==> src/common/icache_pkg.sv <==
`default_nettype none

package icache_pkg;

    // byte address and word layout
    localparam int addr_width = 32;
    localparam int byte_bits = 2;

    typedef logic [31:0] word_t;

    // port 2 word in the upper half
    typedef struct packed {
        word_t word_2;
        word_t word_1;
    } fetch_pair_t;

    // maintenance input from the coprocessor
    typedef enum logic [2:0] {
        OP_FETCH,
        OP_INDEX_INVALID,
        OP_HIT_INVALID,
        OP_INDEX_STORE_TAG,
        OP_NONE
    } icache_op_t;

    typedef enum logic [1:0] {
        INIT,
        IDLE,
        REFILL_1,
        REFILL_2
    } icache_state_t;

    // two ways, so one bit
    typedef logic way_t;

endpackage

`default_nettype wire

==> src/icache/icache_data_array.sv <==
`timescale 1ns/1ps
`default_nettype none

module icache_data_array #(
    parameter int set_count = 16,
    parameter int line_words = 4
) (
    input  wire logic                                   clk,
    input  wire logic [$clog2(2*set_count*line_words)-1:0] addr_1,
    input  wire logic [$clog2(2*set_count*line_words)-1:0] addr_2,
    input  wire logic                                   wr_en_2,
    input  icache_pkg::word_t                           wdata_2,
    output icache_pkg::word_t                           rdata_1,
    output icache_pkg::word_t                           rdata_2
);

    // address is {way, set, word offset}
    localparam int depth = 2 * set_count * line_words;

    icache_pkg::word_t mem [depth];

    always_ff @(posedge clk) begin
        rdata_1 <= mem[addr_1];
    end

    // port 2 reads old data on a write
    always_ff @(posedge clk) begin
        rdata_2 <= mem[addr_2];
        if (wr_en_2) begin
            mem[addr_2] <= wdata_2;
        end
    end

endmodule

`default_nettype wire

==> config.mk <==
export PLATFORM = sky130hd
export DESIGN_NAME = icache_data_array
export DESIGN_NICKNAME = d
export VERILOG_FILES = /design/src/common/icache_pkg.sv /design/src/icache/icache_data_array.sv
export SDC_FILE = /design/constraint.sdc
export NUM_CORES = 2
export LEC_CHECK = 0
export BUFFER_PORTS_ARGS = -buffer_cell sky130_fd_sc_hd__buf_4
export CELL_PAD_IN_SITES_DETAIL_PLACEMENT = 0
export CELL_PAD_IN_SITES_GLOBAL_PLACEMENT = 1
export CORE_MARGIN = 2
export CORE_UTILIZATION = 35
export DETAILED_ROUTE_END_ITERATION = 8
export PLACE_DENSITY = 0.57
export SYNTH_ARGS = -nofsm -noshare
export SYNTH_HDL_FRONTEND = slang
export SYNTH_SLANG_ARGS = --single-unit
export TNS_END_PERCENT = 50
==> constraint.sdc <==
create_clock -name clk -period 7.6 [get_ports clk]
set_clock_uncertainty 0.15 [all_clocks]
set_input_delay 0.38 -clock clk [delete_from_list [all_inputs] [get_ports clk]]
set_output_delay 0.38 -clock clk [all_outputs]
set_load 0.005 [all_outputs]
==> metrics.cfg <==
[clocking]
postCtsHoldBufs=36
post_cts_buffers=0
htreeDepth=5
cts_buffer_depth=4
numCtsBuffers=453
cts_root_buf=clkbuf_16
clk_pin_slew_ns=0.06
cts_resized=0
insertion_delay_ns=1.10
cts.sinks=4160
cts_tree=done

[sta]
finalCritPeriodShare_pct=77.58
hold_violations=0
fin_ws_ns=1.704
fin_setup_tns_ns=0
setup_viol=0
finalCriticalPeriod_ns=5.896
maxSlewViolCount=41
max_freq_mhz=169.6
maxSlewHeadroom_pct=-17.61
rsz0062_at_grt=false
tightest_slew_ns=1.760

[layout]
fin_cells=18180
fin_nets=10500
areaGrowthSynthToFinish_pct=14.74
fillers=48120
most-common-layout-cells=edfxtp_1, mux4_2, buf_4
drive_above_1_share_pct=33.34
layout_commonest_cell=edfxtp_1
design_area_um2=218700

[power]
p_total_mw=53.83
vdd_drop_max_v=0.0001908
leakagePower_nw=67.35
p_switching_mw=13.78
seqPwrFrac_pct=47.4
p_per_area_nw_per_um2=246.1
internal_power_mw=40.05
p_sw_share_pct=25.60
clkPwrFrac_pct=42.6
comb_power_share_pct=10.0

[hold_path]
min_path_type=input pin to flop

[global_route]
grt_max_degree=100
grt_overflow=0
grt_usage_pct=32.17
grt_pass1_wl_mm=1187
grt_pass1_vias=121000
antenna_found_initial=126

[detailed_routing]
initialDrtViolationCount=23790
vias=127400
dr.pass1.iters=8
wirelength_mm=909.7
viasPerCell=7.006
drc=0
routedWlPerCell_um=50.04
drtAntennaViolNets=0

[critical_path]
worstSetupPathType=input pin to flop
worstPathArrival_ns=6.66
worst_setup_path_end_kind=flop
cp_max_fo=18
required_ns=8.36
startpoint_type=input pin

[run]
drv_cap=6

[place]
dp.cells=17190
post-dp-hpwl_mm=572.2
portBuffers=111
placed_cell_area_um2=202900
pre_cts_ws_ns=1.816
gp_congestion=0.9668

[logic_synthesis]
synth_cells=10170
synth-edff-count=4096
syn-cell-area_um2=190600
synth.distinct_cells=85
ys_warn_count=0
synth_area_leaders=edfxtp_1, mux4_2, a221oi_1
yosysTopAreaCellShare_pct=64.52
synth_largest_area_cell=edfxtp_1
ys.flop_type=edfxtp_1
syn-num-nets=10220
yosysSeqAreaShare_pct=65.19
async_flop_share_pct=0
avgSynthCellArea_um2=18.74
ys_ff_latch=4160

[floorplan]
dieWidth_um=742.0
die_area_um2=550600
initial_utilization_pct=35.07
die_h_um=742.0
design.core.area_um2=543500
pin_count=112
rows=271

[status]
violations=capacitance limit, slew limit
status=complete, but fails checks

## routing by layer
metal	global-route usage (%)	routed length, um
met5	0.09609	463
met4	20.45	70230
met3	12.75	130800
met2	45.96	384300
met1	40.70	323900
## flip-flops by register name, indices dropped and copies added (netlist names)
register / cells
rdata_1: 32
mem: 4096
rdata_2: 32
## per-stage QoR
step,hold slack [ns],util [%]
6_report,0.1732,40.24
2_1_floorplan,0.3289,-
3_5_place_dp,0.5026,37.34
4_1_cts,0.08066,40.19
3_3_place_gp,0.5119,37.30
5_1_grt,0.1212,40.21
## layout make-up
cell class	count	area (um^2)	share of cell area [%]
Antenna cell	104	260.3	0.1190
Clock buffer	568	12150	5.554
Clock inverter	282	3022	1.381
Inverter	8	60.06	0.02746
Multi-Input combinational cell	5085	63170	28.88
Sequential cell	4160	124300	56.82
Tap cell	7234	9051	4.138
Timing Repair Buffer	740	6748	3.085
## cells by family (layout without fill, tap and decap cells)
family | count (synthesis) | in the layout | synth area share (%)
DFF | 4160 | 4160 | 65.19
muxes | 2302 | 2302 | 22.58
AOI/OAI and AO/OA | 1962 | 1962 | 7.845
buffers and inverters | 928 | 1598 | 2.459
and+or+nand+nor | 821 | 821 | 1.924
other | 0 | 104 | 0
## synth_stat cells, drive strengths merged, types with 10 or more instances
library cell / count
nor3: 17
mux2: 404
a221o: 90
nand4: 17
edfxtp: 4096
a222oi: 20
a2bb2oi: 13
dfxtp: 64
o22ai: 262
a21oi: 181
o221a: 11
clkbuf: 327
mux2i: 340
nor4: 40
and2: 10
a22o: 34
o22a: 25
a31oi: 38
o211ai: 22
nand3b: 10
nand2b: 16
o21a: 14
nor2b: 12
a221oi: 568
nand3: 44
buf: 593
a22oi: 235
o2bb2ai: 57
and3: 16
a32oi: 11
o21ai: 165
nand2: 275
o221ai: 82
a2111oi: 15
mux4: 1558
a211oi: 29
nor2: 319
## worst max-delay path, stage by stage
cell and delay, ns:
dlygate4sd3_1 0.52, buf_4 0.65, buf_4 0.60, nand2b_1 0.79
buf_4 0.42, nor2_2 0.17, buf_4 0.27, a22oi_1 0.81
o211ai_1 0.98, or4b_1 0.90
## worst paths after layout
check	start	slack, ns	cells past startpoint	end
setup / recovery	addr_2[6]	1.70	10	rdata_2[25]$_DFF_P_
hold / removal	addr_2[4]	0.17	5	rdata_2[10]$_DFF_P_
setup reg to reg	mem[42][25]$_DFFE_PP_	3.39	6	rdata_2[25]$_DFF_P_
hold reg to reg	mem[23][18]$_DFFE_PP_	0.53	3	rdata_2[18]$_DFF_P_
## power groups by stage
stage	registers [mW]	logic (mW)	clock network [mW]
detailed placement	26.0	5.15	0
finish	25.5	5.40	22.9
CTS	25.5	5.19	23.0
global placement	26.0	5.11	0
floorplan	25.9	2.40	0
global route	25.5	5.35	23.8
Power figures use the tool's default switching activity.
