**src/common/icache_pkg.sv**
```systemverilog
`default_nettype none

package icache_pkg;

    // byte address and word layout
    localparam int addr_width = 32;
    localparam int byte_bits = 2;

    typedef logic [31:0] word_t;

    // port 2 word in the upper half
    typedef struct packed {
        word_t word_2;
        word_t word_1;
    } fetch_pair_t;

    // maintenance input from the coprocessor
    typedef enum logic [2:0] {
        OP_FETCH,
        OP_INDEX_INVALID,
        OP_HIT_INVALID,
        OP_INDEX_STORE_TAG,
        OP_NONE
    } icache_op_t;

    typedef enum logic [1:0] {
        INIT,
        IDLE,
        REFILL_1,
        REFILL_2
    } icache_state_t;

    // two ways, so one bit
    typedef logic way_t;

endpackage

`default_nettype wire

```
**src/icache/icache_tag_array.sv**
```systemverilog
`timescale 1ns/1ps
`default_nettype none

module icache_tag_array #(
    parameter int set_count = 16,
    parameter int line_words = 4
) (
    input  wire logic                               clk,
    input  wire logic                               resetn,
    input  wire logic [icache_pkg::addr_width-1:0]  rd_addr_1,
    input  wire logic [icache_pkg::addr_width-1:0]  rd_addr_2,
    input  wire logic                               wr_en,
    input  wire logic [$clog2(set_count)-1:0]       wr_index,
    input  icache_pkg::way_t                        wr_way,
    input  wire logic [icache_pkg::addr_width-$clog2(set_count)-$clog2(line_words)
                       -icache_pkg::byte_bits-1:0]  wr_tag,
    input  wire logic                               wr_valid,
    output logic                                    hit_1,
    output logic                                    hit_2,
    output icache_pkg::way_t                        hit_way_1,
    output icache_pkg::way_t                        hit_way_2
);

    localparam int offset_bits = $clog2(line_words);
    localparam int index_bits = $clog2(set_count);
    localparam int index_lsb = icache_pkg::byte_bits + offset_bits;
    localparam int tag_lsb = index_lsb + index_bits;
    localparam int tag_bits = icache_pkg::addr_width - tag_lsb;

    logic [tag_bits-1:0] tag_mem [2][set_count];
    logic [1:0] valid [set_count];

    logic [index_bits-1:0] index_1;
    logic [index_bits-1:0] index_2;
    logic [tag_bits-1:0] tag_1;
    logic [tag_bits-1:0] tag_2;
    logic [1:0] match_1;
    logic [1:0] match_2;

    assign index_1 = rd_addr_1[tag_lsb-1:index_lsb];
    assign index_2 = rd_addr_2[tag_lsb-1:index_lsb];
    assign tag_1 = rd_addr_1[icache_pkg::addr_width-1:tag_lsb];
    assign tag_2 = rd_addr_2[icache_pkg::addr_width-1:tag_lsb];

    always_ff @(posedge clk) begin
        if (resetn) begin
            for (int i = 0; i < set_count; i++) begin
                valid[i] <= 2'b00;
            end
        end else if (wr_en) begin
            valid[wr_index][wr_way] <= wr_valid;
        end
    end

    always_ff @(posedge clk) begin
        if (wr_en) begin
            tag_mem[wr_way][wr_index] <= wr_tag;
        end
    end

    // compare both ways for each port
    always_comb begin
        for (int w = 0; w < 2; w++) begin
            match_1[w] = valid[index_1][w] && (tag_mem[w][index_1] == tag_1);
            match_2[w] = valid[index_2][w] && (tag_mem[w][index_2] == tag_2);
        end
    end

    assign hit_1 = |match_1;
    assign hit_2 = |match_2;
    // at most one way matches
    assign hit_way_1 = match_1[1];
    assign hit_way_2 = match_2[1];

endmodule

`default_nettype wire

```
**config.mk**
```make
export PLATFORM = sky130hd
export DESIGN_NAME = icache_tag_array
export DESIGN_NICKNAME = d
export VERILOG_FILES = /design/src/common/icache_pkg.sv /design/src/icache/icache_tag_array.sv
export SDC_FILE = /design/constraint.sdc
export NUM_CORES = 1
export LEC_CHECK = 0
export BUFFER_PORTS_ARGS = -buffer_cell sky130_fd_sc_hd__buf_2
export CELL_PAD_IN_SITES_DETAIL_PLACEMENT = 1
export CELL_PAD_IN_SITES_GLOBAL_PLACEMENT = 2
export CORE_AREA = 2 2 367 369
export CTS_CLUSTER_SIZE = 20
export DETAILED_ROUTE_END_ITERATION = 8
export DIE_AREA = 0 0 369 371
export HOLD_SLACK_MARGIN = 0.05
export PLACE_DENSITY_LB_ADDON = 0.2
export SETUP_SLACK_MARGIN = 0.02
export SLEW_MARGIN = 40
export SYNTH_ARGS = -nofsm -noshare
export SYNTH_HDL_FRONTEND = slang
export SYNTH_SLANG_ARGS = --single-unit
export TNS_END_PERCENT = 10
```
**constraint.sdc**
```tcl
create_clock -name clk -period 3.71 [get_ports clk]
set_input_delay 0.371 -clock clk [delete_from_list [all_inputs] [get_ports clk]]
set_output_delay 0.371 -clock clk [all_outputs]
set_load 0.02 [all_outputs]
```
==> results by group <==
Critical path
  • Worst path required time: 3.34 ns
  • Source of the critical timing path: tag_mem[1][140]
  • Maximum fanout along the worst path: 2
  • Maximum single-stage delay on the critical path: ~0.61 ns
  • Launching element type of the critical path: register
  • Crit path arrival time: roughly 3.8 ns
  • Cell with the largest stage delay on the worst path: sky130_fd_sc_hd__or4_4
  • Class of the most critical setup path: reg -> out
  • Cell class contributing the biggest share of worst-path delay: compound AO/OA/AOI/OAI gates
  • Sequence of cells on the critical path: mux4_2 > o22a_1 > o221a_2 > xnor2_2 > buf_4 > nand4_1 > buf_6 > a221o_1 > or4_4 > o41ai_4 > buf_4 > buf_6
  • Crit path capture type: output pin
  • Sum of buffers and inverters on the critical path: 4

Die
  • Die Height: 371 um
  • I/O pin count: ~100
  • Chip Width: around 370 um
  • Area of the core: 133000 sq um
  • Die area: about 140000 sq um
  • Initial core utilization: 29.8%
  • Total number of placement rows: roughly 130

STA
  • Unrepaired setup endpoints after global routing: true
  • Setup slack after layout: -0.472 ns
  • Peak clock frequency supported by timing: about 240 MHz
  • Hold Fails Final Rpt: 0
  • Transition at the pin with the smallest max-transition slack: 0.906 ns
  • Number of pins exceeding their max-slew limit in the final report: 0
  • Worst max-slew margin expressed relative to the limit: around two fifths
  • Post-route clock period utilization: 113%
  • Setup-violating endpoint count in the final report: 4
  • Time the final worst path needs with I/O delays and setup: roughly 4.2 ns

Placement
  • Port bufs: roughly 90
  • Minimum setup slack after placement: -0.901 ns
  • Number of cells in the design after placement: ~4300
  • Final weighted congestion in routability-driven placement: about 0.93
  • HPWL after detailed placement: around 120 mm

Clock tree
  • Buffer cell driving the clock tree root: sky130_fd_sc_hd__clkbuf_16
  • TritonCTS clock tree: yes
  • Number of H-tree levels: 3
  • Total of hold buffers inserted after clock tree synthesis: 0
  • Buffer depth of the longest clock path: 3
  • Number of clock buffers inserted by TritonCTS: 94
  • Count of clock tree sinks: 800
  • Worst-path clk slew: around 0.060 ns

Job
  • Maxcap violations: 0

Power and ir drop
  • Net Sw Frac: 24.8%
  • Cell area power density: about 470 nW/um^2
  • Highest ir drop seen on vdd: 0.000319 V
  • Logic pwr share: 12.3%
  • Internal power: 17000 uW
  • Leakage dissipation: 0.0161 uW
  • Psw: 5590 uW
  • Register share of total power: roughly 45%
  • Clock network fraction of design power: 42.8%

Finish
  • Highest-count cells in the layout ignoring fill and taps: sky130_fd_sc_hd__edfxtp_1, sky130_fd_sc_hd__mux4_2, sky130_fd_sc_hd__buf_4, sky130_fd_sc_hd__mux2i_1, sky130_fd_sc_hd__clkbuf_16
  • Layout Utilization: between 30% and 40%
  • Leading cell type in the layout, fill and taps excluded: sky130_fd_sc_hd__edfxtp_1
  • Final cell count without fillers: 4501
  • Share of post-route cells with drive strength above 1: approximately two fifths
  • Synth-to-layout area growth: 22.2%
  • Total number of nets in the final design: roughly 2800

Synthesis
  • Avg Inst Size Synth: 17.5 sq um
  • Portion of the post-synthesis area used by sequential elements: just over 60%
  • Cells after Synth: between 2000 and 2500
  • Adder-cell share of the synthesized area: 0%
  • Simple-gate portion of the synthesized area: 3.82%
  • Compound-Gate Fraction of Synth Area: between 4 and 5%
  • Post-synthesis mux area share: about a quarter
  • Largest family of logic cells by synthesized area: multiplexers
  • Synth warn: 0
  • #FFs+latches synth: 800
  • Proportion of synthesized flip-flops having asynchronous set or reset: 0%
  • Netlist area before placement: 39600 sq um
  • Xor/xnor cell area share of the yosys netlist: between 2 and 3%
  • Leading register cell type out of synthesis: sky130_fd_sc_hd__edfxtp_1
  • Post-synth EDFFs: 800
  • Net Count, Synth: between 2000 and 2500
  • Count of unique library cells instantiated by Yosys: 69

Drt
  • Iteration count of the initial detailed-routing pass: 6
  • Total wire length: 169 mm
  • DRC Markers: 0
  • Per-cell via count in the routed design: roughly 5.7
  • First-iteration detailed-routing DRC count: 2905
  • DRT antenna net count: 0
  • Routed wire length per instance: ~38 um
  • Via count: 25700

Run status
  • Status: complete, but fails checks
  • Violated checks: setup timing

GRT
  • Global-route wire length before repair: 231 mm
  • Total global routing track utilization: between 20 and 25%
  • Vias in the first global route: 26800
  • Pin count of the biggest net entering global routing: 34
  • Total global routing overflow: 0
  • Initial antenna violation count: 13

Min path
  • Hold path start: wr_tag[21]
  • Path type of the worst min-delay path: in -> reg
-- routing by layer --
layer | vias to the layer above | part of all wire (%) | track usage (%)
li1 | 10200 | - | -
met4 | 4 | 3.7 | 8.42
met5 | - | 0.016 | 0
met3 | 273 | 6.1 | 3.37
met2 | 1025 | 47 | 40.2
met1 | 14200 | 43 | 33.8
-- synth_stat cells (all sizes together) (7+ instances only) --
| master | n | area share, % |
|---|---|---|
| a2111oi | 7 | 0.17 |
| a21oi | 33 | 0.42 |
| a221oi | 25 | 0.57 |
| a22oi | 32 | 0.61 |
| a31oi | 12 | 0.19 |
| buf | 123 | 1.9 |
| clkbuf | 43 | 0.41 |
| edfxtp | 800 | 61 |
| inv | 31 | 0.29 |
| mux2 | 22 | 0.63 |
| mux2i | 176 | 4.5 |
| mux4 | 355 | 20 |
| nand2 | 80 | 0.76 |
| nand2b | 12 | 0.19 |
| nand3 | 14 | 0.18 |
| nand4 | 13 | 0.21 |
| nor2 | 90 | 0.85 |
| nor2b | 13 | 0.21 |
| nor3 | 42 | 0.53 |
| o211ai | 11 | 0.21 |
| o21ai | 52 | 0.66 |
| o221ai | 8 | 0.18 |
| o22a | 7 | 0.15 |
| o22ai | 31 | 0.49 |
| or2 | 29 | 0.46 |
| xnor2 | 85 | 1.9 |
| xor2 | 34 | 0.75 |
-- timing repair --
action,in CTS,in global routing
resized for setup,31,15
pin swaps,8,5
endpoints found under the hold margin,0,0
buffers inserted,1,0
setup endpoints to repair,4,4
-- final timing paths --
check / depth (start not counted) / to / slack (ns)
worst max-delay path: 12 / hit_2 / -0.47
worst min-delay path: 1 / tag_mem[1][333] / 0.1
-- logic make-up (layout without fill, tap and decap cells) --
logic type             count (synthesis)  count (layout)
AND/OR/NAND/NOR                      319             319
flip-flops                           800             800
other                                  0               3
AO/OA/AOI/OAI                        274             274
buffers and inverters                200             665
XOR/XNOR                             119             119
multiplexers                         553             553
-- power groups by stage --
stage | clock [uW] | combinational [uW] | sequential (uW)
floorplan | 0 | 1330 | 10300
CTS | 9820 | 2770 | 10100
detailed placement | 0 | 2740 | 10300
finish | 9660 | 2790 | 10100
global placement | 0 | 2710 | 10300
global route | 10100 | 2900 | 10100
-- area by class of cell --
class                           instances  area (sq um)
Fill cell                           13300         84400
Sequential cell                       800         24000
Multi-Input combinational cell       1265         14900
Timing Repair Buffer                  458          3970
Clock buffer                          114          2470
Tap cell                             1768          2210
Clock inverter                         59           694
Inverter                               34           130
Antenna cell                            3          7.51
-- per-stage QoR --
step	total power, uW	hold WS [ns]	TNS [ns]	instance area (sq um)
2_1_floorplan	11600	0.470	0	39600
3_3_place_gp	13000	0.867	-2.05	45000
3_5_place_dp	13100	0.905	-2.06	45000
4_1_cts	22700	0.125	-1.75	48300
5_1_grt	23200	0.0784	-1.83	48400
6_report	22600	0.0952	-1.46	48400
-- flip-flops by register name, summed over array words and instances (netlist names) --
register,flops
tag_mem,768
valid,32
Note: power is estimated with default switching activity, not from simulation.
