File: src/common/icache_pkg.sv
`default_nettype none

package icache_pkg;

    // byte address and word layout
    localparam int addr_width = 32;
    localparam int byte_bits = 2;

    typedef logic [31:0] word_t;

    // port 2 word in the upper half
    typedef struct packed {
        word_t word_2;
        word_t word_1;
    } fetch_pair_t;

    // maintenance input from the coprocessor
    typedef enum logic [2:0] {
        OP_FETCH,
        OP_INDEX_INVALID,
        OP_HIT_INVALID,
        OP_INDEX_STORE_TAG,
        OP_NONE
    } icache_op_t;

    typedef enum logic [1:0] {
        INIT,
        IDLE,
        REFILL_1,
        REFILL_2
    } icache_state_t;

    // two ways, so one bit
    typedef logic way_t;

endpackage

`default_nettype wire

File: src/icache/icache_plru.sv
`timescale 1ns/1ps
`default_nettype none

module icache_plru #(
    parameter int set_count = 16,
    parameter int line_words = 4
) (
    input  wire logic                               clk,
    input  wire logic                               resetn,
    input  wire logic                               update,
    input  wire logic [icache_pkg::addr_width-1:0]  addr_1,
    input  wire logic [icache_pkg::addr_width-1:0]  addr_2,
    input  icache_pkg::way_t                        hit_way_1,
    input  icache_pkg::way_t                        hit_way_2,
    input  wire logic                               valid_2,
    output icache_pkg::way_t                        victim_1,
    output icache_pkg::way_t                        victim_2
);

    localparam int index_bits = $clog2(set_count);
    localparam int index_lsb = icache_pkg::byte_bits + $clog2(line_words);

    logic [set_count-1:0] lru;
    logic [index_bits-1:0] index_1;
    logic [index_bits-1:0] index_2;

    assign index_1 = addr_1[index_lsb+index_bits-1:index_lsb];
    assign index_2 = addr_2[index_lsb+index_bits-1:index_lsb];

    // point at the way not just used, port 2 last so it wins
    always_ff @(posedge clk) begin
        if (resetn) begin
            lru <= '0;
        end else if (update) begin
            lru[index_1] <= ~hit_way_1;
            if (valid_2) begin
                lru[index_2] <= ~hit_way_2;
            end
        end
    end

    assign victim_1 = lru[index_1];
    // same set: keep the line port 1 is reading
    assign victim_2 = (index_1 == index_2) ? ~hit_way_1 : lru[index_2];

endmodule

`default_nettype wire

File: config.mk
export PLATFORM = sky130hd
export DESIGN_NAME = icache_plru
export DESIGN_NICKNAME = d
export VERILOG_FILES = /design/src/common/icache_pkg.sv /design/src/icache/icache_plru.sv
export SDC_FILE = /design/constraint.sdc
export NUM_CORES = 1
export LEC_CHECK = 0
export BUFFER_PORTS_ARGS = -buffer_cell sky130_fd_sc_hd__buf_4
export CORE_MARGIN = 2
export CORE_UTILIZATION = 47
export DETAILED_ROUTE_END_ITERATION = 10
export GPL_ROUTABILITY_DRIVEN = 0
export PLACE_DENSITY = 0.81
export SETUP_SLACK_MARGIN = 0.4
export SLEW_MARGIN = 20
export SYNTH_ARGS = -nofsm -noshare
export SYNTH_HDL_FRONTEND = slang
export SYNTH_SLANG_ARGS = --single-unit
File: constraint.sdc
create_clock -name clk -period 2 [get_ports clk]
set_input_delay 0.4 -clock clk [delete_from_list [all_inputs] [get_ports clk]]
set_output_delay 0.4 -clock clk [all_outputs]
set_load 0.05 [all_outputs]
==> results of run 1 <==
## area by class of cell
| class | instances | area (um2) | area share |
|---|---|---|---|
| inverter | 1 | 3.754 | 0.001963 |
| multi-input combinational | 129 | 1191 | 0.6230 |
| timing repair buffer | 37 | 289.0 | 0.1512 |
| clock buffer | 4 | 36.28 | 0.01898 |
| sequential | 16 | 334.1 | 0.1747 |
| tap | 46 | 57.56 | 0.03010 |
## power groups by stage
stage               registers (mW)  logic, mW  clock network (mW)
finish                       0.365      0.340               0.229
CTS                          0.364      0.327               0.234
global route                 0.367      0.364               0.245
detailed placement           0.370      0.307                   0
global placement             0.368      0.293                   0
floorplan                    0.362      0.226                   0
## stage by stage
stage	power, mW	hold slack [ns]	TNS (ns)	cells
6_report	0.9344	0.4030	-0.3092	233
5_1_grt	0.9750	0.4117	-0.3855	233
4_1_cts	0.9246	0.3964	-0.3396	231
3_5_place_dp	0.6770	0.5052	-0.3026	224
3_3_place_gp	0.6614	0.4924	-0.2333	224
2_1_floorplan	0.5885	0.4714	-0.01909	164
## worst max-delay path, cell delays in order, from the launching register on
cell	delay [ns]
sky130_fd_sc_hd__dfxtp_2	0.35
sky130_fd_sc_hd__mux4_2	0.46
sky130_fd_sc_hd__mux4_2	0.51
sky130_fd_sc_hd__buf_8	0.17
## cell families after synthesis
kind of cell           after synthesis  share of synthesized area
buffers and inverters               19                    0.06798
flip-flops                          16                     0.2024
AND/OR/NAND/NOR                     72                     0.3043
AO/OA/AOI/OAI                       27                     0.1597
multiplexers                        26                     0.2435
XOR/XNOR                             4                    0.02213
## per-layer routing
layer,track usage,wire (um),vias up,part of all wire
met4,0.1064,84,0,0.020
met1,0.3084,1760,731,0.42
li1,-,-,684,-
met3,0.01449,213,10,0.050
met5,0,0,-,0
met2,0.3854,2165,70,0.51
## final timing paths
path / endpoint / from / cells past startpoint
max: victim_1 / lru[12]$_SDFFE_PP0P_ / 3
min: lru[8]$_SDFFE_PP0P_ / resetn / 2
max reg2reg: lru[12]$_SDFFE_PP0P_ / lru[12]$_SDFFE_PP0P_ / 4
min reg2reg: lru[9]$_SDFFE_PP0P_ / lru[9]$_SDFFE_PP0P_ / 2
## synthesized netlist by cell type, drive strengths merged (5+ instances only)
master  instances  area (um2)
a211oi          9       97.59
a311oi          8       70.07
and4bb          6       75.07
buf            11       77.56
clkbuf          7       26.28
dfxtp          16       320.3
mux2            8       90.09
mux2i          10       100.1
mux4            8       195.2
nand2           8       30.03
nand3b          5       37.54
nor2           23       86.33
o221ai          6       52.55
or3             8       50.05
## repair_timing
action,4_1_cts,5_1_grt
endpoints found under the setup margin,2,3
resized for setup,14,4
buffers inserted,3,2
pin swaps,2,2
==> qor.json, run 1 <==
{
  "status": {"value": "complete, but fails checks"},
  "failed_checks": {"value": "setup timing"},
  "cts_clock_pin_slew_for_the_worst_setup_and_hold_paths": {"value": 0.11, "unit": "ns"},
  "registers_with_the_most_flip_flops": {"value": "lru: 16 flops"},
  "max_clock_freq": {"value": 0.4563, "unit": "GHz"},
  "power_density": {"value": 488.8, "unit": "nW/um2"},
  "postLayoutCoreUtil": {"value": 0.5821},
  "drv.max_cap_violation_count": {"value": 0},
  "synth_ff_type": {"value": "sky130_fd_sc_hd__dfxtp_1"},
  "synth_enable_flop_cells": {"value": 0},
  "tritoncts.num_buffers": {"value": 3},
  "syn_area_cell": {"value": 9.651, "unit": "um2"},
  "grt_max_degree": {"value": 33},
  "core_area": {"value": 3284, "unit": "um2"},
  "cp.arrival": {"value": 1.79, "unit": "ns"},
  "synth_seq_cells": {"value": 16},
  "die_width": {"value": 62.03, "unit": "um"},
  "clkPwrFrac": {"value": 0.246},
  "ir_worst_vdd": {"value": 0.1846, "unit": "mV"},
  "drt-vias-per-instance": {"value": 6.416},
  "cts_max_level": {"value": 1},
  "cts_num_sinks": {"value": 16},
  "setup_ws": {"value": -0.1918, "unit": "ns"},
  "drive_above_1_share": {"value": 0.4706},
  "power_switching_share": {"value": 0.3385},
  "critical_path_peak_fanout": {"value": 3},
  "yosysWarnings": {"value": 0},
  "drt_pass1_iterations": {"value": 5},
  "synth_cell_type_count": {"value": 35},
  "final_net_count": {"value": 258},
  "post_dp_hpwl": {"value": 2932, "unit": "um"},
  "antenna_violations_before_repair": {"value": 0},
  "worstSetupPathType": {"value": "flop to primary output"},
  "maxSlewViolCount": {"value": 0},
  "required": {"value": 1.60, "unit": "ns"},
  "slack_of_the_worst_reg_to_reg_path": {"value": 0.88, "unit": "ns"},
  "postCtsHoldBufs": {"value": 0},
  "synth_area": {"value": 1583, "unit": "um2"},
  "number_of_buffers_on_the_longest_clock_path": {"value": 2},
  "post_synth_net_total": {"value": 234},
  "tritoncts": {"value": "yes"},
  "p_leak": {"value": 0.6492, "unit": "nW"},
  "finalHoldViolations": {"value": 0},
  "combinational_group_share_of_total_power": {"value": 0.364},
  "setup_viol": {"value": 2},
  "sequential_cell_fraction_of_total_power": {"value": 0.390},
  "worst_slew_pin_slew": {"value": 0.3416, "unit": "ns"},
  "postRouteAntennaNets": {"value": 0},
  "cts-root-buf": {"value": "sky130_fd_sc_hd__clkbuf_4"},
  "dieArea": {"value": 3848, "unit": "um2"},
  "final.period_utilization": {"value": 1.096},
  "layout.cell_area.non_filler": {"value": 1912, "unit": "um2"},
  "final_wl": {"value": 4223, "unit": "um"},
  "syn2layout_area_growth": {"value": 20.79, "unit": "%"},
  "largest_register_ffs": {"value": 16},
  "via_count_of_the_first_global_routing_pass": {"value": 1384},
  "layout.cells.most_common": {"value": "sky130_fd_sc_hd__buf_4"},
  "first_pass_grt_wire_length": {"value": 6637, "unit": "um"},
  "total_grt_overflow": {"value": 0},
  "timing.clock.skew": {"value": 0, "unit": "ns"},
  "setup_repair_after_global_routing_missed_its_margin": {"value": "yes"},
  "seq_area_frac_synth": {"value": 0.2024},
  "internal-power": {"value": 0.6181, "unit": "mW"},
  "regMostFlops": {"value": "lru"},
  "antenna_cells_inserted": {"value": 0},
  "grtUsageTotal": {"value": 0.2323},
  "drc": {"value": 0},
  "switching_power": {"value": 0.3163, "unit": "mW"},
  "min_delay_path_class": {"value": "input pin to flop"},
  "layout_common_cells": {"value": "sky130_fd_sc_hd__buf_4 (35), sky130_fd_sc_hd__nor2_1 (23), sky130_fd_sc_hd__dfxtp_2 (11)"},
  "clkLatencyLatePin": {"value": 0.30, "unit": "ns"},
  "die_height": {"value": 62.03, "unit": "um"},
  "place_area": {"value": 1795, "unit": "um2"},
  "ys_async_sr_fraction": {"value": 0},
  "nFillCells": {"value": 274},
  "initial_core_util": {"value": 0.4819},
  "drt_first_iter_violations": {"value": 203},
  "rows": {"value": 21},
  "pin_count": {"value": 72},
  "syn_inst": {"value": 164},
  "dp_slack": {"value": -0.2381, "unit": "ns"},
  "port_buffers": {"value": 15},
  "wl_per_cell": {"value": 18.12, "unit": "um"},
  "endpoint_type_of_the_worst_setup_path": {"value": "primary output"},
  "slew_headroom": {"value": 0.7723},
  "timing.final.crit_period": {"value": 2.192, "unit": "ns"},
  "startpoint_type": {"value": "flop"},
  "routed-via-count": {"value": 1495}
}
Note: power is estimated with default switching activity, not from simulation.
==> run 2, diff against run 1 <==
--- a/config.mk
+++ b/config.mk
@@ -5,12 +5,12 @@
 export SDC_FILE = /design/constraint.sdc
 export NUM_CORES = 1
 export LEC_CHECK = 0
-export BUFFER_PORTS_ARGS = -buffer_cell sky130_fd_sc_hd__buf_4
 export CORE_MARGIN = 2
-export CORE_UTILIZATION = 47
+export CORE_UTILIZATION = 50
 export DETAILED_ROUTE_END_ITERATION = 10
+export DONT_BUFFER_PORTS = 1
 export GPL_ROUTABILITY_DRIVEN = 0
-export PLACE_DENSITY = 0.81
+export PLACE_DENSITY = 0.66
 export SETUP_SLACK_MARGIN = 0.4
 export SLEW_MARGIN = 20
 export SYNTH_ARGS = -nofsm -noshare
==> run 2 against run 1 <==
The flow still finishes with violations (setup timing). Flip-flop and latch count did not move. Final area is 10% lower. Global-route usage grew 2.8 points. Non-clock buffer count decreased by 24. Critical path type unchanged. Critical endpoint unchanged. Largest power group unchanged.
==> qor.json, run 2 (synthesized netlist as in run 1, its figures left out) <==
{
  "drt_pass1_iterations": {"value": 4},
  "nFillCells": {"value": 266},
  "crit_top_cell": {"value": "sky130_fd_sc_hd__mux4_2"},
  "wl_per_cell": {"value": 20.63, "unit": "um"},
  "drive_above_1_share": {"value": 0.4172},
  "initial_core_util": {"value": 0.5227},
  "status": {"value": "complete, but fails checks"},
  "setup_repair_after_global_routing_missed_its_margin": {"value": "yes"},
  "setup_viol": {"value": 2},
  "worst_slew_pin_slew": {"value": 0.3526, "unit": "ns"},
  "timing.hold.worst.start": {"value": "resetn"},
  "layout.cells.most_common": {"value": "sky130_fd_sc_hd__nor2_1"},
  "pin_count": {"value": 72},
  "layout_common_cells": {"value": "sky130_fd_sc_hd__nor2_1 (23), sky130_fd_sc_hd__dfxtp_2 (16), sky130_fd_sc_hd__buf_4 (12)"},
  "dr_wl_met3": {"value": 350, "unit": "um"},
  "drt_first_iter_violations": {"value": 124},
  "total_grt_overflow": {"value": 0},
  "maxSlewViolCount": {"value": 0},
  "registers_with_the_most_flip_flops": {"value": "lru: 16 flops"},
  "sequential_cell_fraction_of_total_power": {"value": 0.441},
  "core_area": {"value": 3028, "unit": "um2"},
  "clkLatencyLatePin": {"value": 0.29, "unit": "ns"},
  "post_dp_hpwl": {"value": 2583, "unit": "um"},
  "startpoint_type": {"value": "flop"},
  "internal-power": {"value": 0.5905, "unit": "mW"},
  "number_of_buffers_on_the_longest_clock_path": {"value": 2},
  "die_height": {"value": 60.27, "unit": "um"},
  "antenna_violations_before_repair": {"value": 0},
  "syn2layout_area_growth": {"value": 8.380, "unit": "%"},
  "cts_clock_pin_slew_for_the_worst_setup_and_hold_paths": {"value": 0.11, "unit": "ns"},
  "final_net_count": {"value": 234},
  "path_cells": {"value": "mux4_2 > mux4_2"},
  "largest_register_ffs": {"value": 16},
  "critical_path.max_stage_delay": {"value": 0.64, "unit": "ns"},
  "grtUsageTotal": {"value": 0.2602},
  "rows": {"value": 20},
  "power_switching_share": {"value": 0.2817},
  "ir_worst_vdd": {"value": 0.2285, "unit": "mV"},
  "port_buffers": {"value": 0},
  "clkPwrFrac": {"value": 0.277},
  "min_delay_path_class": {"value": "input pin to flop"},
  "timing.clock.skew": {"value": 0, "unit": "ns"},
  "worstSetupPathType": {"value": "flop to primary output"},
  "combinational_group_share_of_total_power": {"value": 0.282},
  "finalPower": {"value": 0.8221, "unit": "mW"},
  "first_pass_grt_wire_length": {"value": 6955, "unit": "um"},
  "power_density": {"value": 479.3, "unit": "nW/um2"},
  "cts-root-buf": {"value": "sky130_fd_sc_hd__clkbuf_4"},
  "route.met2.wl": {"value": 2014, "unit": "um"},
  "highest_layer": {"value": "met4"},
  "final.period_utilization": {"value": 1.073},
  "antenna_cells_inserted": {"value": 0},
  "required": {"value": 1.60, "unit": "ns"},
  "failed_checks": {"value": "setup timing"},
  "dp_slack": {"value": 0.01915, "unit": "ns"},
  "final_wl": {"value": 4271, "unit": "um"},
  "met1Wirelength": {"value": 1862, "unit": "um"},
  "routed-via-count": {"value": 1426},
  "critical_path_peak_fanout": {"value": 2},
  "cts_num_sinks": {"value": 16},
  "drt-vias-per-instance": {"value": 6.889},
  "setup_tns": {"value": -0.2518, "unit": "ns"},
  "cpMaxStageDelayCell": {"value": "sky130_fd_sc_hd__mux4_2"},
  "r2r-start": {"value": "lru[3]$_SDFFE_PP0P_"},
  "endpoint_type_of_the_worst_setup_path": {"value": "primary output"},
  "setup_ws": {"value": -0.1462, "unit": "ns"},
  "slew_headroom": {"value": 0.7649},
  "timing.final.crit_period": {"value": 2.146, "unit": "ns"},
  "max_clock_freq": {"value": 0.4659, "unit": "GHz"},
  "tritoncts": {"value": "yes"},
  "slack_of_the_worst_reg_to_reg_path": {"value": 0.90, "unit": "ns"},
  "switching_power": {"value": 0.2316, "unit": "mW"},
  "die_width": {"value": 60.27, "unit": "um"},
  "cts_max_level": {"value": 1},
  "postRouteAntennaNets": {"value": 0},
  "dieArea": {"value": 3632, "unit": "um2"},
  "grt_max_degree": {"value": 33},
  "tritoncts.num_buffers": {"value": 3},
  "via_count_of_the_first_global_routing_pass": {"value": 1348},
  "cp.arrival": {"value": 1.75, "unit": "ns"},
  "crit_start": {"value": "lru[7]$_SDFFE_PP0P_"},
  "regMostFlops": {"value": "lru"},
  "finalHoldViolations": {"value": 0},
  "drc": {"value": 0},
  "p_leak": {"value": 0.5321, "unit": "nW"},
  "drv.max_cap_violation_count": {"value": 0}
}
run 2: changes by cell type in the layout (fill, tap and decap cells not counted), sizes merged:
cell,previous run,this run
buf,37,13
run 2: routing by layer:
layer / vias to the layer above / global-route usage
li1: 642 / -
met1: 705 / 0.3672
met2: 71 / 0.4037
met3: 8 / 0.04329
met4: 0 / 0.08254
met5: - / 0
run 2: worst paths after layout:
kind,to,cells after the start
min,lru[4]$_SDFFE_PP0P_,1
max reg2reg,lru[3]$_SDFFE_PP0P_,4
min reg2reg,lru[9]$_SDFFE_PP0P_,2
max,victim_1,2
run 2: stage by stage:
stage | instances | hold slack (ns) | utilization | instance area [um2]
after global placement | 192 | 0.4676 | 0.5219 | 1580
after detailed placement | 192 | 0.4697 | 0.5219 | 1580
after global routing | 207 | 0.1231 | 0.5665 | 1715
after CTS | 206 | 0.1305 | 0.5636 | 1707
after floorplan | 164 | 0.4714 | - | 1620
final | 207 | 0.1386 | 0.5665 | 1715
run 2: timing repair:
item	4_1_cts	5_1_grt
hold buffers	0	0
pin swaps	0	2
cloned	0	0
resized for setup	16	1
setup buffers	10	1
setup endpoints to repair	2	2
run 2: cell type report:
cell class	instances	area, um2	area share
inverter	1	3.754	0.002188
timing repair buffer	13	110.1	0.06419
multi-input combinational	129	1170	0.6820
clock buffer	4	36.28	0.02115
tap	44	55.05	0.03209
sequential	16	340.3	0.1984
run 2: power groups by stage:
stage	Clock (mW)	Combinational (mW)	Sequential, mW
after global placement	0	0.195	0.369
after global routing	0.245	0.247	0.365
after detailed placement	0	0.200	0.371
after CTS	0.235	0.228	0.362
after floorplan	0	0.226	0.362
final	0.228	0.232	0.363
run 2: worst max-delay path, delay by kind of cell, from the launching register on:
| kind | cells | cell delay [ns] |
|---|---|---|
| DFF | 1 | 0.34 |
| muxes | 2 | 1.10 |
