[config.mk]
export PLATFORM = sky130hd
export DESIGN_NAME = icache_ctrl
export DESIGN_NICKNAME = d
export VERILOG_FILES = /design/src/common/icache_pkg.sv /design/src/icache/icache_ctrl.sv
export SDC_FILE = /design/constraint.sdc
export NUM_CORES = 1
export LEC_CHECK = 0
export ABC_CLOCK_PERIOD_IN_PS = 2800
export BUFFER_PORTS_ARGS = -buffer_cell sky130_fd_sc_hd__buf_2
export CAP_MARGIN = 20
export CORE_AREA = 2 2 97 99
export CTS_CLUSTER_SIZE = 16
export DETAILED_ROUTE_END_ITERATION = 8
export DIE_AREA = 0 0 99 101
export SLEW_MARGIN = 20
export SYNTH_ARGS = -nofsm -noshare
export SYNTH_HDL_FRONTEND = slang
export SYNTH_SLANG_ARGS = --single-unit
[constraint.sdc]
create_clock -name clk -period 2.8 [get_ports clk]
set_input_delay 0.56 -clock clk [delete_from_list [all_inputs] [get_ports clk]]
set_output_delay 0.56 -clock clk [all_outputs]
set_load 0.02 [all_outputs]
[src/common/icache_pkg.sv]
`default_nettype none

package icache_pkg;

    // byte address and word layout
    localparam int addr_width = 32;
    localparam int byte_bits = 2;

    typedef logic [31:0] word_t;

    // port 2 word in the upper half
    typedef struct packed {
        word_t word_2;
        word_t word_1;
    } fetch_pair_t;

    // maintenance input from the coprocessor
    typedef enum logic [2:0] {
        OP_FETCH,
        OP_INDEX_INVALID,
        OP_HIT_INVALID,
        OP_INDEX_STORE_TAG,
        OP_NONE
    } icache_op_t;

    typedef enum logic [1:0] {
        INIT,
        IDLE,
        REFILL_1,
        REFILL_2
    } icache_state_t;

    // two ways, so one bit
    typedef logic way_t;

endpackage

`default_nettype wire

[src/icache/icache_ctrl.sv]
`timescale 1ns/1ps
`default_nettype none

module icache_ctrl #(
    parameter int set_count = 16,
    parameter int line_words = 4
) (
    input  wire logic                               clk,
    input  wire logic                               resetn,
    input  wire logic                               req_valid,
    input  wire logic [icache_pkg::addr_width-1:0]  req_addr,
    input  wire logic                               req2_valid,
    input  wire logic [icache_pkg::addr_width-1:0]  req2_addr,
    input  icache_pkg::icache_op_t                  op,
    input  icache_pkg::word_t                       tag_lo,
    input  wire logic                               hit_1,
    input  wire logic                               hit_2,
    input  icache_pkg::way_t                        hit_way_1,
    input  icache_pkg::way_t                        hit_way_2,
    input  icache_pkg::way_t                        victim_1,
    input  icache_pkg::way_t                        victim_2,
    input  wire logic                               mem_ready,
    input  wire logic                               mem_last,
    input  icache_pkg::word_t                       mem_data,
    output logic                                    addr_ok,
    output logic                                    data_ok,
    output logic                                    plru_update,
    output logic                                    tag_wr_en,
    output logic [$clog2(set_count)-1:0]            tag_wr_index,
    output icache_pkg::way_t                        tag_wr_way,
    output logic [icache_pkg::addr_width-$clog2(set_count)-$clog2(line_words)
                  -icache_pkg::byte_bits-1:0]       tag_wr_tag,
    output logic                                    tag_wr_valid,
    output logic [$clog2(2*set_count*line_words)-1:0] data_addr_2,
    output logic                                    data_wr_en_2,
    output icache_pkg::word_t                       data_wdata_2,
    output logic                                    mem_valid,
    output logic [icache_pkg::addr_width-1:0]       mem_addr
);

    localparam int offset_bits = $clog2(line_words);
    localparam int index_bits = $clog2(set_count);
    localparam int index_lsb = icache_pkg::byte_bits + offset_bits;
    localparam int tag_lsb = index_lsb + index_bits;
    localparam int tag_bits = icache_pkg::addr_width - tag_lsb;

    icache_pkg::icache_state_t state;
    logic [index_bits-1:0] sweep_cnt;
    logic [offset_bits-1:0] word_cnt;
    icache_pkg::way_t refill_way;
    logic refilling;
    logic fetch_hit;
    logic [icache_pkg::addr_width-1:0] refill_addr;
    logic [index_bits-1:0] refill_index;
    logic [index_bits-1:0] index_1;
    logic [tag_bits-1:0] tag_1;

    assign index_1 = req_addr[tag_lsb-1:index_lsb];
    assign tag_1 = req_addr[icache_pkg::addr_width-1:tag_lsb];
    assign refilling = (state == icache_pkg::REFILL_1) || (state == icache_pkg::REFILL_2);
    assign refill_addr = (state == icache_pkg::REFILL_2) ? req2_addr : req_addr;
    assign refill_index = refill_addr[tag_lsb-1:index_lsb];
    assign fetch_hit = hit_1 && (!req2_valid || hit_2);

    always_comb begin
        addr_ok = 1'b0;
        if (state == icache_pkg::IDLE && req_valid) begin
            case (op)
                icache_pkg::OP_FETCH:           addr_ok = fetch_hit;
                icache_pkg::OP_INDEX_INVALID,
                icache_pkg::OP_HIT_INVALID,
                icache_pkg::OP_INDEX_STORE_TAG: addr_ok = 1'b1;
                default:                        addr_ok = 1'b0;
            endcase
        end
    end

    assign plru_update = addr_ok && (op == icache_pkg::OP_FETCH);

    // tag write port, defaults suit the index ops
    always_comb begin
        tag_wr_en = 1'b0;
        tag_wr_index = index_1;
        tag_wr_way = req_addr[tag_lsb];
        tag_wr_tag = tag_1;
        tag_wr_valid = 1'b0;
        case (state)
            icache_pkg::INIT: begin
                tag_wr_en = 1'b1;
                tag_wr_index = sweep_cnt;
                tag_wr_way = 1'b0;
                tag_wr_tag = '0;
            end
            icache_pkg::REFILL_1, icache_pkg::REFILL_2: begin
                // tag goes in with the last word
                tag_wr_en = mem_ready && mem_last;
                tag_wr_index = refill_index;
                tag_wr_way = refill_way;
                tag_wr_tag = refill_addr[icache_pkg::addr_width-1:tag_lsb];
                tag_wr_valid = 1'b1;
            end
            default: begin
                if (addr_ok) begin
                    case (op)
                        icache_pkg::OP_INDEX_INVALID: begin
                            tag_wr_en = 1'b1;
                        end
                        icache_pkg::OP_HIT_INVALID: begin
                            tag_wr_en = hit_1;
                            tag_wr_way = hit_way_1;
                        end
                        icache_pkg::OP_INDEX_STORE_TAG: begin
                            tag_wr_en = 1'b1;
                            tag_wr_tag = tag_lo[icache_pkg::addr_width-1 -: tag_bits];
                            tag_wr_valid = tag_lo[0];
                        end
                        default: begin
                            tag_wr_en = 1'b0;
                        end
                    endcase
                end
            end
        endcase
    end

    always_ff @(posedge clk) begin
        if (resetn) begin
            state <= icache_pkg::INIT;
            sweep_cnt <= '0;
            word_cnt <= '0;
            data_ok <= 1'b0;
        end else begin
            data_ok <= addr_ok;
            case (state)
                icache_pkg::INIT: begin
                    sweep_cnt <= sweep_cnt + 1'b1;
                    if (sweep_cnt == index_bits'(set_count - 1)) begin
                        state <= icache_pkg::IDLE;
                    end
                end
                icache_pkg::IDLE: begin
                    word_cnt <= '0;
                    if (req_valid && op == icache_pkg::OP_FETCH) begin
                        if (!hit_1) begin
                            state <= icache_pkg::REFILL_1;
                        end else if (req2_valid && !hit_2) begin
                            state <= icache_pkg::REFILL_2;
                        end
                    end
                end
                icache_pkg::REFILL_1, icache_pkg::REFILL_2: begin
                    if (mem_ready) begin
                        word_cnt <= word_cnt + 1'b1;
                        if (mem_last) begin
                            state <= icache_pkg::IDLE;
                        end
                    end
                end
                default: begin
                    state <= icache_pkg::IDLE;
                end
            endcase
        end
    end

    // victim captured while idle, held through the refill
    always_ff @(posedge clk) begin
        if (state == icache_pkg::IDLE) begin
            refill_way <= hit_1 ? victim_2 : victim_1;
        end
    end

    assign data_wr_en_2 = refilling && mem_ready;
    assign data_wdata_2 = mem_data;
    assign data_addr_2 = refilling ? {refill_way, refill_index, word_cnt}
                                   : {hit_way_2, req2_addr[tag_lsb-1:icache_pkg::byte_bits]};

    assign mem_valid = refilling;
    assign mem_addr = {refill_addr[icache_pkg::addr_width-1:index_lsb], {index_lsb{1'b0}}};

endmodule

`default_nettype wire

==> impl_metrics.toml, run 1 <==
[clock_tree]
tritoncts = "built"
clkTransAtPathRegs_ps = 50
clock_latency_ps = 230
clock-sinks = 10
cts_resized = 0
cts_max_path_buffers = 2
numCtsBuffers = 3
cts_max_level = 1
cts-root-buf = "clkbuf_8"
cts_setup_buffers = 0
ctsHoldBuffers = 0

[critical_path]
crit_buf_inv = 2
crit_chain = "and2_2, buf_12, mux2_2, buf_2"
critPathKind = "reg2out"
start_kind = "register"
cp_data_required_time_ps = 2240
critPathCaptureType = "primary output"
cp_top_family = "flip-flops"
critPathMaxFanout = 48
arrival_ps = 1810
critPathMaxStageDelay_ps = 460
critPathSlowestCell = "dfxtp_1"

[timing]
finalSetupViolCount = 0
fmax_ghz = 0.421
fin_crit_ps = 2370
tns_ps = 0
skew_ps = 2.99
worst_slack_ps = 425
rsz0062_at_grt = "false"
timing.final.crit_share_pct = 84.8
hold_viol = 0
slew_viol_final = 0

[synthesis]
synth_cell_types = 42
synth_seq_cells = 10
syn-mean-instance-area_sq_um = 7.93
syn_area_sq_mm = 0.00217
yosys_most_used_dff = "dfxtp_1"
synth_top_cell_by_area = "mux2_2"
ys_warn_count = 0
yosysSeqAreaShare_pct = 9.71
postSynthCellCount = 273
synth_area_leaders = "mux2_2 (18%), buf_4 (14%), o211ai_2 (12%), dfxtp_1 (8.3%), a22oi_1 (8.3%)"
synth-edff-count = 1
async_reset_ff_share_pct = 0
synth.top_cell.area_share_pct = 18.2

[run]
maxCapViolCount = 0

[route]
drc = 0
wire_per_inst_um = 14.6
routed_wl_mm = 7.36
ant_nets = 0
drt_pass1_iterations = 4
vias = 2520
first_iter_violations = 33
via_per_inst = 4.99

[global_route]
global_route.usage.total_pct = 13.1
overflow = 0
antenna_found_initial = 0
grt_pass1_vias = 2300
grt_pass1_wl_mm = 11.0
grt_max_degree = 49

[cells_and_area]
drive_above_1_share_pct = 61.4
antenna_cells = 0
fin_cells = 505
layout.nets = 539
final_common_cell = "buf_2"
area_growth_pct = 32.0
utilization_pct = 31.8
final_cell_mix = "buf_2 (168), mux2_2 (35), nand3_1 (29)"

[pwr]
irDropWorstVdd_mv = 0.153
power_density_mw_per_mm2 = 184
leakagePower_nw = 1.39
power_w = 0.000526

[die]
rows = 35
start_util_pct = 24.1
die_x_um = 99
die_area_sq_mm = 0.0100
ioPinCount = 250
die_y_um = 101
core-area_sq_mm = 0.00898

[placed_design]
placed_cells = 501
dp_hpwl_mm = 5.84
io_buffer_count = 168
dp_worst_setup_slack_ps = 480
gp_congestion = 0.813

[run_status]
status = "finished clean"

[min_path]
hold_path_class = "reg2reg"
tightest hold or removal path, stage by stage, from the launching register on:
cell and delay (ps):
dfxtp_1 320, nand3_1 70, a21oi_1 60
logic make-up after synthesis:
group | after synthesis | synth area share (%)
AO/OA/AOI/OAI | 73 | 28.7
buffers and inverters | 65 | 20.0
AND/OR/NAND/NOR | 82 | 20.0
adder cells (fa/ha/maj) | 1 | 0.578
multiplexers | 39 | 20.0
XOR/XNOR | 2 | 0.809
other | 1 | 0.173
flip-flops | 10 | 9.71
worst paths after layout:
kind	startpoint	cells past startpoint	to	slack (ps)
setup / recovery	state[1]	4	mem_addr[11]	430
hold / removal	word_cnt[1]	2	word_cnt[1]	490
setup reg to reg	state[0]	5	state[0]	1230
hold reg to reg	word_cnt[1]	2	word_cnt[1]	490
power breakdown:
group	switching (W)	total (W)	internal, W
registers	0.00000423	0.000153	0.000149
clock network	0.0000544	0.000154	0.0000995
logic	0.000117	0.000219	0.000102
total	0.000176	0.000526	0.000350
area by class of cell:
cell class / instances / area (sq um)
sequential: 10 / 210
multi-input combinational: 201 / 1540
timing repair buffer: 177 / 921
fill: 963 / 6120
clock buffer: 4 / 45.0
inverter: 2 / 7.51
tap: 111 / 139
flip-flops by register name, indices dropped and copies added, names as in the netlist:
name        cells
data_ok         1
refill_way      1
state           2
sweep_cnt       4
word_cnt        2
Yosys cell counts (2+ instances only):
library cell / count
and2_1: 3
a211oi_1: 5
buf_6: 4
o21ai_0: 3
o211ai_1: 5
xnor2_1: 2
nand2_1: 28
buf_4: 39
mux2i_1: 4
dfxtp_1: 9
mux2_2: 35
buf_1: 2
a21oi_1: 10
nand2b_1: 3
nor2_1: 4
buf_2: 11
nand3_1: 29
a22oi_1: 24
clkbuf_1: 7
nor2b_1: 5
o211ai_2: 20
per-layer routing:
metal	GRT usage, %	share of wire [%]
met2	25.5	52
met1	15.0	39
met3	1.53	7.0
met5	0	0
met4	3.79	1.7
stage by stage:
stage | area (sq um) | hold slack [ps]
6_report | 2860 | 493
5_1_grt | 2860 | 527
4_1_cts | 2860 | 491
3_5_place_dp | 2810 | 476
3_3_place_gp | 2810 | 465
2_1_floorplan | 2180 | 448
(Power assumes the default switching activity.)
==> run 2: changes to the inputs <==
--- a/config.mk
+++ b/config.mk
@@ -5,7 +5,7 @@
 export SDC_FILE = /design/constraint.sdc
 export NUM_CORES = 1
 export LEC_CHECK = 0
-export ABC_CLOCK_PERIOD_IN_PS = 2800
+export ABC_CLOCK_PERIOD_IN_PS = 2200
 export BUFFER_PORTS_ARGS = -buffer_cell sky130_fd_sc_hd__buf_2
 export CAP_MARGIN = 20
 export CORE_AREA = 2 2 97 99
==> constraint.sdc (replaced) <==
create_clock -name clk -period 2.2 [get_ports clk]
set_input_delay 0.44 -clock clk [delete_from_list [all_inputs] [get_ports clk]]
set_output_delay 0.44 -clock clk [all_outputs]
set_load 0.02 [all_outputs]
==> impl_metrics.toml, run 2 (same netlist as run 1, synthesis figures left out) <==
[run_status]
status = "finished clean"

[clock_tree]
cts_max_path_buffers = 2
clock_latency_ps = 230
tritoncts = "built"
ctsHoldBuffers = 0
cts-root-buf = "clkbuf_8"
clock-sinks = 10
clkTransAtPathRegs_ps = 50
cts_max_level = 1
numCtsBuffers = 3

[cells_and_area]
reg.largest.list = "sweep_cnt x4, state x2, word_cnt x2"
area_growth_pct = 34.9
largest_reg_flops = 4
top_register = "sweep_cnt"
final_cell_mix = "buf_2 (168), mux2_2 (35), nand3_1 (29)"
final_common_cell = "buf_2"
fin_area_sq_mm = 0.00292
antenna_cells = 0
drive_above_1_share_pct = 62.4
n_fill_cell = 982
layout.nets = 541

[die]
die_area_sq_mm = 0.0100
die_y_um = 101
core-area_sq_mm = 0.00898
rows = 35
start_util_pct = 24.1
ioPinCount = 250
die_x_um = 99

[critical_path]
critPathMaxFanout = 40
arrival_ps = 1650
critPathCaptureType = "primary output"
critPathKind = "reg2out"
start_kind = "register"
cp_data_required_time_ps = 1760
worstReg2RegStart = "state[1]"
critPathLaunch = "state[1]"

[route]
routed_wl_mm = 7.27
dr_wl_met3_um = 485
met2WireLength_mm = 3.82
vias = 2544
wire_per_inst_um = 14.3
wl_met1_mm = 2.89
first_iter_violations = 58
ant_nets = 0
top_layer_used = "met4"
via_per_inst = 5.02
drc = 0
drt_pass1_iterations = 4

[timing]
rsz0062_at_grt = "false"
hold_viol = 0
fmax_ghz = 0.478
slew_viol_final = 0
finalSetupViolCount = 0
timing.final.crit_share_pct = 95.0
skew_ps = 1.75
fin_crit_ps = 2090
worst_slack_ps = 110
tns_ps = 0

[pwr]
leakagePower_nw = 1.41
power_density_mw_per_mm2 = 241
irDropWorstVdd_mv = 0.247

[placed_design]
gp_congestion = 0.836
dp_hpwl_mm = 5.82
dpl-instance-area_sq_mm = 0.00285
io_buffer_count = 168
dp_worst_setup_slack_ps = 150

[global_route]
grt_pass1_vias = 2288
global_route.usage.total_pct = 13.2
antenna_found_initial = 0
grt_pass1_wl_mm = 10.9
grt_max_degree = 41
overflow = 0

[min_path]
hold_start = "word_cnt[1]"
hold_path_class = "reg2reg"

[run]
maxCapViolCount = 0
run 2: power breakdown:
group | total, W | switching [W] | internal, W
clock | 0.000230 | 0.0000729 | 0.000157
sequential | 0.000194 | 0.00000490 | 0.000189
combinational | 0.000278 | 0.000149 | 0.000129
run 2: stage by stage:
stage          cells  power (W)  hold slack, ps  util, %
6_report         507   0.000703             476     32.5
5_1_grt          507   0.000749             497     32.5
4_1_cts          507   0.000709             480     32.4
3_5_place_dp     503   0.000477             473     31.8
3_3_place_gp     503   0.000474             465     31.8
2_1_floorplan    276   0.000413             448        -
run 2: what timing repair did:
item	CTS	global route
resized for setup	1	5
setup endpoints to repair	11	28
pin swaps	0	0
cloned	0	0
setup buffers	0	0
run 2: routing by layer:
metal  vias up  global-route usage, %
li1       1224                      -
met5         -                      0
met4         0                   3.27
met2        95                   24.7
met1      1215                   15.3
met3        10                   2.50
run 2: final timing paths:
check / slack, ps / cells past startpoint / end
max: 110 / 4 / mem_addr[11]
min reg2reg: 480 / 2 / word_cnt[1]
max reg2reg: 800 / 4 / state[0]
min: 480 / 2 / word_cnt[1]
run 2: final cells by class:
type	count	area (sq um)	share of cell area (%)
Inverter	2	12.5	0.428
Timing Repair Buffer	179	965	33.0
Clock buffer	4	55.1	1.88
Sequential cell	10	211	7.24
Tap cell	111	139	4.75
Multi-Input combinational cell	201	1540	52.7
run 2: critical path, stage by stage (launching register included):
cell	delay, ps
dfxtp_1	440
and2_2	230
buf_12	210
mux2_2	370
buf_2	160
==> run 3: changes to the inputs <==
--- a/config.mk
+++ b/config.mk
@@ -9,6 +9,7 @@
 export BUFFER_PORTS_ARGS = -buffer_cell sky130_fd_sc_hd__buf_2
 export CAP_MARGIN = 20
 export CORE_AREA = 2 2 97 99
+export CTS_BUF_LIST = sky130_fd_sc_hd__clkbuf_16
 export CTS_CLUSTER_SIZE = 16
 export DETAILED_ROUTE_END_ITERATION = 8
 export DIE_AREA = 0 0 99 101
==> impl_metrics.toml, run 3 (same netlist as run 1, synthesis figures left out) <==
[pwr]
power_frac_seq_pct = 24.6
combPwrFrac_pct = 35.2
power_w = 0.000792
p_sw_share_pct = 29.6
power.switching_w = 0.000234
power_density_mw_per_mm2 = 269
p_int_w = 0.000557
p_clk_share_pct = 40.2
irDropWorstVdd_mv = 0.290
leakagePower_nw = 1.42

[critical_path]
start_kind = "register"
cp_data_required_time_ps = 1760
critPathKind = "reg2out"
critPathMaxFanout = 40
arrival_ps = 1650
critPathCaptureType = "primary output"

[placed_design]
gp_congestion = 0.836
dp_hpwl_mm = 5.82
dpl-instance-area_sq_mm = 0.00285
io_buffer_count = 168

[cells_and_area]
multiInputGateArea_sq_mm = 0.00154
utilization_pct = 32.8
antenna_cells = 0
fin_area_sq_mm = 0.00295
drive_above_1_share_pct = 62.1
n_fill_cell = 979
final_cell_mix = "buf_2 (168), mux2_2 (35), nand3_1 (29)"
largest_reg_flops = 4
area_growth_pct = 36.0
top_register = "sweep_cnt"
layout.nets = 541
ff_latch_area_sq_um = 211
final_common_cell = "buf_2"
reg.largest.list = "sweep_cnt x4, state x2, word_cnt x2"

[timing]
fin_crit_ps = 2090
finalSetupViolCount = 0
timing.final.crit_share_pct = 94.8
slew_viol_final = 0
fmax_ghz = 0.479
tns_ps = 0
hold_viol = 0
skew_ps = 1.39
rsz0062_at_grt = "false"

[min_path]
hold_path_class = "reg2reg"

[die]
rows = 35
die_area_sq_mm = 0.0100
ioPinCount = 250
die_y_um = 101
start_util_pct = 24.1
core-area_sq_mm = 0.00898
die_x_um = 99

[route]
drc = 0
drt_pass1_iterations = 4
first_iter_violations = 58
vias = 2541
via_per_inst = 5.01
ant_nets = 0
wire_per_inst_um = 14.3
routed_wl_mm = 7.26

[global_route]
antenna_found_initial = 0
overflow = 0
grt_pass1_wl_mm = 10.9
grt_max_degree = 41
global_route.usage.total_pct = 13.2
grt_pass1_vias = 2291

[clock_tree]
cts_max_level = 1
tritoncts = "built"
cts_max_path_buffers = 2
numCtsBuffers = 3
ctsHoldBuffers = 0
clkTransAtPathRegs_ps = 40
clock-sinks = 10
clock_latency_ps = 230
cts-root-buf = "clkbuf_16"
cts_setup_buffers = 0

[run_status]
status = "finished clean"

[run]
maxCapViolCount = 0
[run 3: critical path, cell delays in order (launching register included)]
cell     delay (ps)
dfxtp_1         430
and2_2          230
buf_12          210
mux2_2          370
buf_2           160
[run 3: final timing paths]
| path | start | end | slack (ps) | depth (start not counted) |
|---|---|---|---|---|
| min reg2reg | word_cnt[1] | word_cnt[1] | 470 | 2 |
| max reg2reg | state[1] | state[0] | 790 | 4 |
| max | state[1] | mem_addr[11] | 110 | 4 |
| min | word_cnt[1] | word_cnt[1] | 470 | 2 |
[run 3: layout make-up]
type | instances | area share (%)
Clock buffer | 3 | 2.55
Tap cell | 111 | 4.72
Inverter | 2 | 0.425
Clock inverter | 1 | 0.127
Multi-Input combinational cell | 201 | 52.3
Sequential cell | 10 | 7.18
Timing Repair Buffer | 179 | 32.8
[run 3: stage by stage]
stage	setup WS, ps	hold slack (ps)	cells
6_report	114	473	507
5_1_grt	12.1	504	507
4_1_cts	17.8	479	507
3_5_place_dp	150	473	503
3_3_place_gp	177	465	503
2_1_floorplan	340	448	276
[run 3: what timing repair did]
| item | CTS | global route |
|---|---|---|
| setup endpoints to repair | 11 | 20 |
| resized for setup | 1 | 5 |
| endpoints found under the hold margin | 0 | 0 |
[run 3: power groups by stage]
stage / Clock, W / Combinational (W) / Sequential, W
finish: 0.000318 / 0.000278 / 0.000195
global route: 0.000340 / 0.000305 / 0.000196
CTS: 0.000325 / 0.000281 / 0.000195
detailed placement: 0 / 0.000279 / 0.000198
global placement: 0 / 0.000276 / 0.000198
floorplan: 0 / 0.000216 / 0.000197
[run 3: layer usage]
layer | wire length (um) | global-route usage, % | vias up
li1 | - | - | 1224
met1 | 2900 | 15.3 | 1210
met2 | 3810 | 24.6 | 97
met3 | 486 | 2.50 | 10
met4 | 70 | 3.27 | 0
met5 | 0 | 0 | -
